==> config.mk <==
export PLATFORM = sky130hd
export DESIGN_NAME = pipe_trace_top
export DESIGN_NICKNAME = d
export VERILOG_FILES = /design/src/pipe_trace_pkg.sv /design/src/pipe_trace_top.sv /design/src/trace_apb_regs.sv /design/src/trace_fifo.sv /design/src/trace_tracker.sv
export SDC_FILE = /design/constraint.sdc
export NUM_CORES = 1
export LEC_CHECK = 0
export ABC_CLOCK_PERIOD_IN_PS = 25000
export BUFFER_PORTS_ARGS = -buffer_cell sky130_fd_sc_hd__buf_2
export CAP_MARGIN = 20
export CORE_MARGIN = 5
export CORE_UTILIZATION = 35
export CTS_CLUSTER_SIZE = 20
export DETAILED_ROUTE_END_ITERATION = 16
export GPL_TIMING_DRIVEN = 0
export PLACE_DENSITY = 0.56
export SYNTH_ARGS = -nofsm -noshare
export SYNTH_HDL_FRONTEND = slang
export SYNTH_SLANG_ARGS = --single-unit
==> constraint.sdc <==
create_clock -name clk -period 25 [get_ports clk]
set_input_delay 3.75 -clock clk [delete_from_list [all_inputs] [get_ports clk]]
set_output_delay 3.75 -clock clk [all_outputs]
set_load 0.005 [all_outputs]
==> src/pipe_trace_pkg.sv <==
/*
 * shared types for the pipeline trace unit
 * trace record, cycle stamp, APB request and response, register offsets
 */
`default_nettype none

package pipe_trace_pkg;

    ////////////////////
    // trace record
    ////////////////////

    // 16-bit free running cycle stamp
    typedef logic [15:0] cycle_t;

    // one retired instruction, 96 bits
    typedef struct packed {
        logic [31:0] instr;
        // fetch order, wraps
        logic [7:0]  seq;
        // cycles held in fetch or decode, saturating
        logic [7:0]  stalls;
        cycle_t      fetch_cycle;
        cycle_t      exec_cycle;
        cycle_t      wb_cycle;
    } trace_rec_t;

    ////////////////////
    // APB
    ////////////////////

    // master to slave
    typedef struct packed {
        logic        psel;
        logic        penable;
        logic        pwrite;
        // byte address
        logic [4:0]  paddr;
        logic [31:0] pwdata;
    } apb_req_t;

    // slave to master, zero-wait so no pready
    typedef struct packed {
        logic [31:0] prdata;
        logic        pslverr;
    } apb_rsp_t;

    // register map
    localparam logic [4:0] REG_STATUS = 5'h00;
    localparam logic [4:0] REG_INSTR  = 5'h04;
    localparam logic [4:0] REG_INFO   = 5'h08;
    localparam logic [4:0] REG_CYCLES = 5'h0C;
    localparam logic [4:0] REG_POP    = 5'h10;

endpackage

`default_nettype wire
==> src/pipe_trace_top.sv <==
/*
 * pipeline trace unit top level
 * tracker, record FIFO and APB register block
 */
`default_nettype none

module pipe_trace_top #(
    parameter int unsigned DEPTH = 8
) (
    input  logic                     clk,
    input  logic                     rst,
    input  logic                     fetch_valid,
    input  logic [31:0]              fetch_instr,
    input  logic                     stall,
    input  logic                     flush,
    input  pipe_trace_pkg::apb_req_t apb_req,
    output pipe_trace_pkg::apb_rsp_t apb_rsp
);
    import pipe_trace_pkg::*;

    // tracker to FIFO
    logic                   rec_valid;
    trace_rec_t             rec;

    // FIFO to register block
    trace_rec_t             head;
    logic                   empty;
    logic [$clog2(DEPTH):0] count;
    logic                   overflow;

    // register block to FIFO
    logic                   pop;
    logic                   clr_ovf;

    ////////////////////
    // producer
    ////////////////////

    trace_tracker tracker_i (
        .clk         (clk),
        .rst         (rst),
        .fetch_valid (fetch_valid),
        .fetch_instr (fetch_instr),
        .stall       (stall),
        .flush       (flush),
        .rec_valid   (rec_valid),
        .rec         (rec)
    );

    // buffer
    trace_fifo #(
        .DEPTH (DEPTH)
    ) fifo_i (
        .clk      (clk),
        .rst      (rst),
        .push     (rec_valid),
        .push_rec (rec),
        .pop      (pop),
        .clr_ovf  (clr_ovf),
        .head     (head),
        .empty    (empty),
        .count    (count),
        .overflow (overflow)
    );

    // consumer
    trace_apb_regs #(
        .DEPTH (DEPTH)
    ) regs_i (
        .clk      (clk),
        .rst      (rst),
        .req      (apb_req),
        .head     (head),
        .empty    (empty),
        .count    (count),
        .overflow (overflow),
        .rsp      (apb_rsp),
        .pop      (pop),
        .clr_ovf  (clr_ovf)
    );

endmodule

`default_nettype wire

==> src/trace_apb_regs.sv <==
/*
 * APB register block for the trace FIFO
 * status and head record reads, pop and overflow clear on write
 */
`default_nettype none

module trace_apb_regs #(
    parameter int unsigned DEPTH = 8
) (
    input  logic                       clk,
    input  logic                       rst,
    input  pipe_trace_pkg::apb_req_t   req,
    input  pipe_trace_pkg::trace_rec_t head,
    input  logic                       empty,
    input  logic [$clog2(DEPTH):0]     count,
    input  logic                       overflow,
    output pipe_trace_pkg::apb_rsp_t   rsp,
    output logic                       pop,
    output logic                       clr_ovf
);
    import pipe_trace_pkg::*;

    localparam int unsigned CW = $clog2(DEPTH) + 1;

    // previous cycle was an APB setup cycle
    logic        setup_q;
    logic        access;
    logic        mapped;
    // register reads from the head record
    logic        needs_rec;
    logic [31:0] rd_data;
    logic [7:0]  count_field;

    ////////////////////
    // phase tracking
    ////////////////////

    always_ff @(posedge clk) begin
        if (rst) begin
            setup_q <= 1'b0;
        end else begin
            setup_q <= req.psel && !req.penable;
        end
    end

    // access cycle only right after setup
    assign access = req.psel && req.penable && setup_q;

    // count zero-extended into the status byte
    assign count_field = {{(8 - CW){1'b0}}, count};

    ////////////////////
    // address decode
    ////////////////////

    always_comb begin
        mapped    = 1'b1;
        needs_rec = 1'b0;
        rd_data   = '0;
        case (req.paddr)
            REG_STATUS: begin
                rd_data = {22'd0, overflow, empty, count_field};
            end
            REG_INSTR: begin
                needs_rec = 1'b1;
                rd_data   = head.instr;
            end
            REG_INFO: begin
                needs_rec = 1'b1;
                rd_data   = {head.seq, head.stalls, head.fetch_cycle};
            end
            REG_CYCLES: begin
                needs_rec = 1'b1;
                rd_data   = {head.exec_cycle, head.wb_cycle};
            end
            // write-only, reads back zero
            REG_POP: begin
                rd_data = '0;
            end
            default: begin
                mapped = 1'b0;
            end
        endcase
    end

    assign rsp.prdata  = rd_data;
    // unmapped offset, or a record read with nothing queued
    assign rsp.pslverr = access && (!mapped || (!req.pwrite && needs_rec && empty));

    // one pulse per access cycle, FIFO checks empty itself
    assign pop     = access && req.pwrite && (req.paddr == REG_POP);
    assign clr_ovf = pop && req.pwdata[0];

endmodule

`default_nettype wire

==> src/trace_fifo.sv <==
/*
 * synchronous trace record FIFO
 * full, empty, occupancy count and sticky overflow
 */
`default_nettype none

module trace_fifo #(
    parameter int unsigned DEPTH = 8
) (
    input  logic                       clk,
    input  logic                       rst,
    input  logic                       push,
    input  pipe_trace_pkg::trace_rec_t push_rec,
    input  logic                       pop,
    input  logic                       clr_ovf,
    output pipe_trace_pkg::trace_rec_t head,
    output logic                       empty,
    output logic [$clog2(DEPTH):0]     count,
    output logic                       overflow
);
    import pipe_trace_pkg::*;

    localparam int unsigned AW = $clog2(DEPTH);

    // record storage
    trace_rec_t mem [DEPTH];

    logic [AW-1:0] wr_ptr;
    logic [AW-1:0] rd_ptr;
    logic [AW:0]   cnt_q;
    logic          ovf_q;
    logic          full;
    logic          do_push;
    logic          do_pop;

    assign full    = (cnt_q == (AW + 1)'(DEPTH));
    assign empty   = (cnt_q == '0);
    // drop when full, ignore pop when empty
    assign do_push = push && !full;
    assign do_pop  = pop && !empty;

    always_ff @(posedge clk) begin
        if (rst) begin
            wr_ptr <= '0;
            rd_ptr <= '0;
            cnt_q  <= '0;
            ovf_q  <= 1'b0;
        end else begin
            // pointers wrap on power-of-two depth
            if (do_push) begin
                wr_ptr <= wr_ptr + 1'b1;
            end
            if (do_pop) begin
                rd_ptr <= rd_ptr + 1'b1;
            end
            case ({do_push, do_pop})
                2'b10:   cnt_q <= cnt_q + 1'b1;
                2'b01:   cnt_q <= cnt_q - 1'b1;
                default: cnt_q <= cnt_q;
            endcase
            // a lost record wins over a clear
            if (push && full) begin
                ovf_q <= 1'b1;
            end else if (pop && clr_ovf) begin
                ovf_q <= 1'b0;
            end
        end
    end

    always_ff @(posedge clk) begin
        if (do_push) begin
            mem[wr_ptr] <= push_rec;
        end
    end

    // head shown combinationally
    assign head     = mem[rd_ptr];
    assign count    = cnt_q;
    assign overflow = ovf_q;

endmodule

`default_nettype wire

==> src/trace_tracker.sv <==
/*
 * five-stage pipeline shadow
 * stamps fetch, execute and write-back cycles, counts stalls, emits records
 */
`default_nettype none

module trace_tracker (
    input  logic                       clk,
    input  logic                       rst,
    input  logic                       fetch_valid,
    input  logic [31:0]                fetch_instr,
    input  logic                       stall,
    input  logic                       flush,
    output logic                       rec_valid,
    output pipe_trace_pkg::trace_rec_t rec
);
    import pipe_trace_pkg::*;

    // slot valid bits
    logic f_vld;
    logic d_vld;
    logic e_vld;
    logic m_vld;
    logic w_vld;

    // slot payloads
    trace_rec_t f_rec;
    trace_rec_t d_rec;
    trace_rec_t e_rec;
    trace_rec_t m_rec;
    trace_rec_t w_rec;

    // next payloads for F, E and W
    trace_rec_t fetch_rec;
    trace_rec_t e_in;
    trace_rec_t w_in;

    logic [7:0] seq_q;
    cycle_t     cycle_q;
    // F and D move on this edge
    logic       advance;

    // stall count tops out at 255
    function automatic logic [7:0] sat_inc(input logic [7:0] v);
        return (v == 8'hff) ? v : v + 8'd1;
    endfunction

    assign advance = !flush && !stall;

    ////////////////////
    // slot inputs
    ////////////////////

    always_comb begin
        // new record at fetch acceptance
        fetch_rec             = '0;
        fetch_rec.instr       = fetch_instr;
        fetch_rec.seq         = seq_q;
        fetch_rec.fetch_cycle = cycle_q;

        // stamp on entry to execute
        e_in            = d_rec;
        e_in.exec_cycle = cycle_q;

        // stamp on entry to write-back
        w_in          = m_rec;
        w_in.wb_cycle = cycle_q;
    end

    ////////////////////
    // control state
    ////////////////////

    always_ff @(posedge clk) begin
        if (rst) begin
            f_vld   <= 1'b0;
            d_vld   <= 1'b0;
            e_vld   <= 1'b0;
            m_vld   <= 1'b0;
            w_vld   <= 1'b0;
            seq_q   <= 8'd0;
            cycle_q <= '0;
        end else begin
            cycle_q <= cycle_q + 1'b1;
            // M and W never hold
            m_vld   <= e_vld;
            w_vld   <= m_vld;
            if (flush) begin
                // F and D squashed, E gets a bubble
                f_vld <= 1'b0;
                d_vld <= 1'b0;
                e_vld <= 1'b0;
            end else if (stall) begin
                // F and D hold
                e_vld <= 1'b0;
            end else begin
                e_vld <= d_vld;
                d_vld <= f_vld;
                f_vld <= fetch_valid;
                // seq only consumed by an accepted fetch
                if (fetch_valid) begin
                    seq_q <= seq_q + 8'd1;
                end
            end
        end
    end

    ////////////////////
    // payloads
    ////////////////////

    always_ff @(posedge clk) begin
        w_rec <= w_in;
        m_rec <= e_rec;
        if (advance) begin
            e_rec <= e_in;
            d_rec <= f_rec;
            f_rec <= fetch_rec;
        end else if (!flush) begin
            // held slots count the stall
            if (f_vld) begin
                f_rec.stalls <= sat_inc(f_rec.stalls);
            end
            if (d_vld) begin
                d_rec.stalls <= sat_inc(d_rec.stalls);
            end
        end
    end

    // retiring instruction goes straight out
    assign rec_valid = w_vld;
    assign rec       = w_rec;

endmodule

`default_nettype wire

# After elaboration in Yosys (flattened, before gate mapping)

Memories as Yosys holds them, arrays and structs flattened. A register that Yosys moved wholly into a read port is not among the register bits.
Index checks and enable logic that the tools add are counted.

Word-level logic and storage cells: 106
Flip-flop bits (word level): 409
Memories kept: 1
RAM bits: 768

Equality and inequality tests: 11
Bitwise operators: 3
Add/sub/neg operators: 8
Reduce and logical (&&, ||, !) cells: 34
Muxes and demuxes: 14

Memories:

| name       | words | bits a word | read ports | clocked after memory_dff | wr ports | line             | text |
|---|---|---|---|---|---|---|---|
| fifo_i.mem | 8     | 96          | 1          | 1                        | 1        | trace_fifo.sv:26 | `trace_rec_t mem [DEPTH];` |

Operator list:

| kind                                                                    | number |
|---|---|
| 32-bit one-hot mux with 4 select lines                                  | 1 |
| 8-bit two-way mux                                                       | 4 |
| 8-bit by 1-bit adder with 8-bit output, second input constant           | 3 |
| 16-bit by 1-bit adder with 16-bit output, second input constant         | 1 |
| 8-bit equality test, second input constant                              | 2 |
| 1-bit logical AND                                                       | 14 |
| 5-bit by 4-bit equality test with 1-bit output, second input constant   | 2 |
| 3-bit AND reduction                                                     | 3 |
| 4-bit one-hot mux with 2 select lines                                   | 1 |
| 1-bit zero test                                                         | 7 |
| 3-bit by 1-bit adder with 3-bit output, second input constant           | 2 |
| 1-bit two-way mux                                                       | 6 |
| 3-bit two-way mux                                                       | 2 |
| 2-bit nonzero test                                                      | 3 |
| 3-bit OR reduction                                                      | 2 |
| 5-bit by 3-bit equality test with 1-bit output, second input constant   | 1 |
| 5-bit equality test, second input constant                              | 1 |
| 5-bit zero test                                                         | 1 |
| 5-bit OR reduction                                                      | 1 |
| 4-bit by 1-bit adder with 4-bit output, second input constant           | 1 |
| 4-bit equality test, second input constant                              | 1 |
| 4-bit zero test                                                         | 1 |
| 2-bit by 1-bit inequality test with 1-bit output, second input constant | 2 |
| 4-bit by 1-bit subtractor with 4-bit output, second input constant      | 1 |
| 5 further kinds                                                         | 7 |

# Depth between registers and ports, before layout

Depth after elaboration: 8
Mapped depth: 10
Gate-level depth less buffers: 9

# Cells and area by module

Synthesis repeated with hierarchy kept, for this count alone.

Cells, all modules: 1855
Area total of the unflattened synthesis: 41198.3 sq um

Modules (own cells, without submodules):

| module         | cells each | seq. area each (sq um) | instances | area each (sq um) |
|---|---|---|---|---|
| trace_fifo     | 1189       | 23342.4                | 1         | 29519.6 |
| trace_tracker  | 566        | 9789.4                 | 1         | 10862.9 |
| trace_apb_regs | 100        | 20.0                   | 1         | 815.8 |

# Least setup slack after synthesis

Ideal clock, no wire load.

Path kind: input -> register
Start: input port stall
End: register tracker_i.d_rec[32] (netlist bit) (enable)
Path slack: 15.151 ns
Data arrival time: 9.238 ns
Buffers on the path: 2
Stages: 4
Setup time: 0.611 ns
Cells stage by stage: clkbuf_1 -> or2_1 -> inv_1 -> clkbuf_1

Word-level cells in the longest chain between the ends: 2

Ends and longest elaborated chain:

| what                  | line                 | text |
|---|---|---|
| from (decl)           | pipe_trace_top.sv:14 | `input logic stall,` |
| 1-bit zero test       | trace_tracker.sv:48  | `assign advance = !flush && !stall;` |
| 1-bit logical AND     | trace_tracker.sv:48  |  |
| net tracker_i.advance | trace_tracker.sv:41  | `logic advance;` |
| to (signal assigned)  | trace_tracker.sv:117 | `d_rec <= f_rec;` |
| to (decl)             | trace_tracker.sv:28  | `trace_rec_t d_rec;` |

The timed path passes the listed nets, and every way through them passes these cells.
A chain may end at the register's enable or synchronous reset.

==> metrics.md <==
| Metric | Value |
|---|---|
| Final Skew | `about 0.022 ns` |
| Sw Ratio | `a little under a fifth` |
| Post-Synth Simple-Gate Area | `2.46%` |
| R2r setup slk | `~21 ns` |
| Register bit total from synthesis | `approximately 1.2k` |
| First-pass GRT wire length | `approximately 140 mm` |
| Synth Area per Inst | `approximately 22 sq um` |
| Post-CTS setup repair buffer count | `0` |
| Cell repeated most along the worst path | `buf_2` |
| Adder-cell share of the synthesized area | `0.277%` |
| Rel. slew slack | `about a quarter` |
| Worst Path Buf+Inv | `4` |
| Count leader, synth | `edfxtp_1` |
| Hold WC Path Type | `reg2reg` |
| Top cells by count, synth | `edfxtp_1, dfxtp_1, mux4_2, mux2i_1, a22oi_1` |
| Final WL | `92.9 mm` |
| Data required, critical path | `between 20 and 25 ns` |
| Drt pass-1 iters | `5` |
| Share of total power in sequential cells | `54.7%` |
| Clk buf depth | `3` |
| FF-to-FF End | `fifo_i.mem[0][37]` |
| Die W | `351 microns` |
| Synth area leaders | `edfxtp_1, dfxtp_1, mux4_2, mux2i_1, a22oi_1` |
| Slowest cell delay on critical path | `~0.65 ns` |
| Critical path arrival | `6.69 ns` |
| Initial antenna violation count | `5` |
| Final hold vios | `0` |
| Final period utilization | `between 40% and 50%` |
| Cells resized by post-CTS repair | `0` |
| Power Density | `82.2 nW/um^2` |
| IO Count | `110` |
| Cts hold-fix bufs | `0` |
| Reg2reg path depth | `13` |
| Syn. warnings | `0` |
| Post-synth EDFFs | `952` |
| Layout cells sized above 1 | `24.7%` |
| Num CTS Buffers | `115` |
| Setup CP Type | `in2out` |
| Final-report max-slew violation count | `0` |
| Worst slew pin tran | `1.11 ns` |
| Crit path cell chain | `buf_2, or3_1, buf_4, nor2_1, clkbuf_1, nand3_1, o211ai_1, buf_2` |
| Origin of the worst min-delay path | `tracker_i.m_rec[20]` |
| CP endpoint kind | `primary output` |
| I/O Buffers | `73` |
| GRT Total Usage | `15.1%` |
| Area delta synth->final | `17.6%` |
| Final nets | `2223` |
| Vias in the first global route | `19.7k` |
| # diodes | `0` |
| Routability congestion estimate | `0.758` |
| Post-DP HPWL | `a little over 60 mm` |
| Root Buffer | `clkbuf_16` |
| Largest net degree at the start of global routing | `a little over 60` |
| Total gr overflow | `0` |
| Largest family of logic cells by synthesized area | `multiplexers` |
| Hold Path Cell Cnt | `0` |
| Clock slew at reported path FFs | `around 0.060 ns` |
| RSZ-0062 raised after global routing | `no` |
| Via count | `between 15k and 20k` |
| CP top delay family | `simple AND/OR/NAND/NOR gates` |
| Hold_ws | `0.320 ns` |
| Setup TNS | `0 ns` |
| Worst VDD drop | `0.0526 mV` |
| Later-pin clock latency in the skew report | `approximately 0.67 ns` |
| Cell taking the most area after synthesis | `edfxtp_1` |
| Yosys top cell area share | `70.4%` |
| Initial Util | `35.1%` |
| Crit Path Max Fanout | `10` |
| CP startpoint kind | `primary input` |
| Post-route ant nets | `0` |
| DR WL/cell | `~25 microns` |
| # rows | `roughly 130` |
| Combinational power share | `less than 1%` |
| Synth Area in XOR/XNOR | `less than 1%` |
| Crit path time final | `10.44 ns` |
| Worst Hold Endpoint | `tracker_i.rec[20]` |
| Core area | `116000 sq um` |
| Setup-failing EPs final | `0` |
| Async set or reset register ratio after synthesis | `0%` |
| Status | `finished, final reports clean` |
| Worst reg2reg startpoint | `fifo_i.count[1]` |
| Cell internal pwr | `0.00319 W` |
| Yosys cell types | `55` |
| Die Height | `351 microns` |
| Max-capacitance violation count | `0` |
| Place WS | `~15 ns` |
| Fin worst setup slack | `14.56 ns` |
| Netlist Area Pre-Place | `between 40000 and 50000 sq um` |
| Top_reg_cell synth | `edfxtp_1` |
| Mux cell area share after synthesis | `between 10% and 20%` |
| Die area | `123000 sq um` |
| TritonCTS clock tree | `yes` |
| LEAKAGE | `15.3 nW` |
| Gate Count Post-Synth | `between 1.5k and 2k` |
| Mapped Nets | `around 2.0k` |
| Post-synthesis sequential area ratio | `slightly above 80%` |
| Clk pwr share | `between 40% and 50%` |
| H-tree levels | `3` |
| Violation count after the first detailed-route iteration | `1759` |
| Crit. Startpoint | `apb_req[36]` |
| Crit-path slowest cell | `clkbuf_1` |
| Synth Area in Compound Gates | `approximately 2.6%` |
| Pwr Total | `0.00393 W` |
| Net Switching | `~0.00074 W` |
| CTS sink count | `1180` |
| Via density | `between 5 and 6` |
| # DRC | `0` |
| Fmax | `95.8 MHz` |
## kinds of logic after synthesis
| family | after synthesis |
|---|---|
| AOI/OAI and AO/OA | 149 |
| xor gates and xnor gates | 32 |
| adders and majority gates | 9 |
| buffers and inverters | 80 |
| DFF | 1180 |
| muxes | 254 |
| and+or+nand+nor | 186 |
## worst reg2reg max path, delay by kind of cell (launching register included)
kind	cells	cell delay (ns)
simple gates	4	1.60
flops	1	0.30
buf+inv	9	1.82
## layer usage
metal	track usage (%)	vias up	wire, microns	part of all wire (%)
li1	-	8210	-	-
met1	21.0	9962	40400	44
met2	24.1	606	43600	47
met3	3.33	142	6050	6.5
met4	4.75	0	2840	3.1
met5	0	-	0	0
## per-stage QoR
stage,instance area [sq um],std cells,util (%)
floorplan,40600,1890,-
global placement,42900,3487,37.1
detailed placement,43900,3544,37.9
CTS,47800,3759,41.3
global route,47800,3759,41.3
finish,47800,3759,41.3
## area by class of cell
| class | count | area (sq um) |
|---|---|---|
| clock buffer | 165 | 3330 |
| multi-input combinational | 630 | 7140 |
| inverter | 4 | 15.0 |
| clock inverter | 50 | 574 |
| sequential | 1180 | 33200 |
| buffer | 76 | 384 |
| timing repair buffer | 130 | 1290 |
| tap | 1524 | 1910 |
| fill | 10100 | 67900 |
## placed cells by master, fill, tap and decap left out, drive strengths merged, types with 12 or more instances in the layout
master	synthesis	layout
a21oi	17	17
a22oi	69	69
buf	51	181
bufinv	0	12
clkbuf	25	190
clkinv	0	29
dfxtp	228	228
edfxtp	952	952
mux2i	80	80
mux4	168	168
nand2	37	37
nand3	24	24
nand4	15	15
nor2	47	47
nor3	12	12
o211ai	37	37
o21ai	14	14
xnor2	13	13
xor2	19	19
## power groups by stage
stage / registers, W / clock network (W) / logic [W]
6_report: 0.00215 / 0.00175 / 0.0000269
5_1_grt: 0.00215 / 0.00188 / 0.0000297
4_1_cts: 0.00215 / 0.00180 / 0.0000277
3_5_place_dp: 0.00219 / 0 / 0.0000276
3_3_place_gp: 0.00219 / 0 / 0.0000255
2_1_floorplan: 0.00219 / 0 / 0.0000129
## state kept, by name (all words and copies together), names as in the netlist, named ones only
signal,count
fifo_i.wr_ptr,3
tracker_i.rec,96
tracker_i.m_vld,1
fifo_i.rd_ptr,3
fifo_i.mem,768
tracker_i.m_rec,80
tracker_i.e_vld,1
tracker_i.f_rec,64
tracker_i.rec_valid,1
tracker_i.d_rec,64
tracker_i.f_vld,1
tracker_i.cycle_q,16
fifo_i.overflow,1
fifo_i.count,4
tracker_i.e_rec,64
tracker_i.seq_q,8
regs_i.setup_q,1
tracker_i.d_vld,1
## worst max path at each step
stage                          end  depth (start not counted)
3_5_place_dp           apb_rsp[18]                          8
3_3_place_gp     fifo_i.mem[0][91]                          5
5_1_grt                apb_rsp[18]                          8
4_1_cts                apb_rsp[18]                          8
6_report               apb_rsp[18]                          8
2_1_floorplan  tracker_i.d_rec[32]                          4
Note: power is estimated with default switching activity, not from simulation.
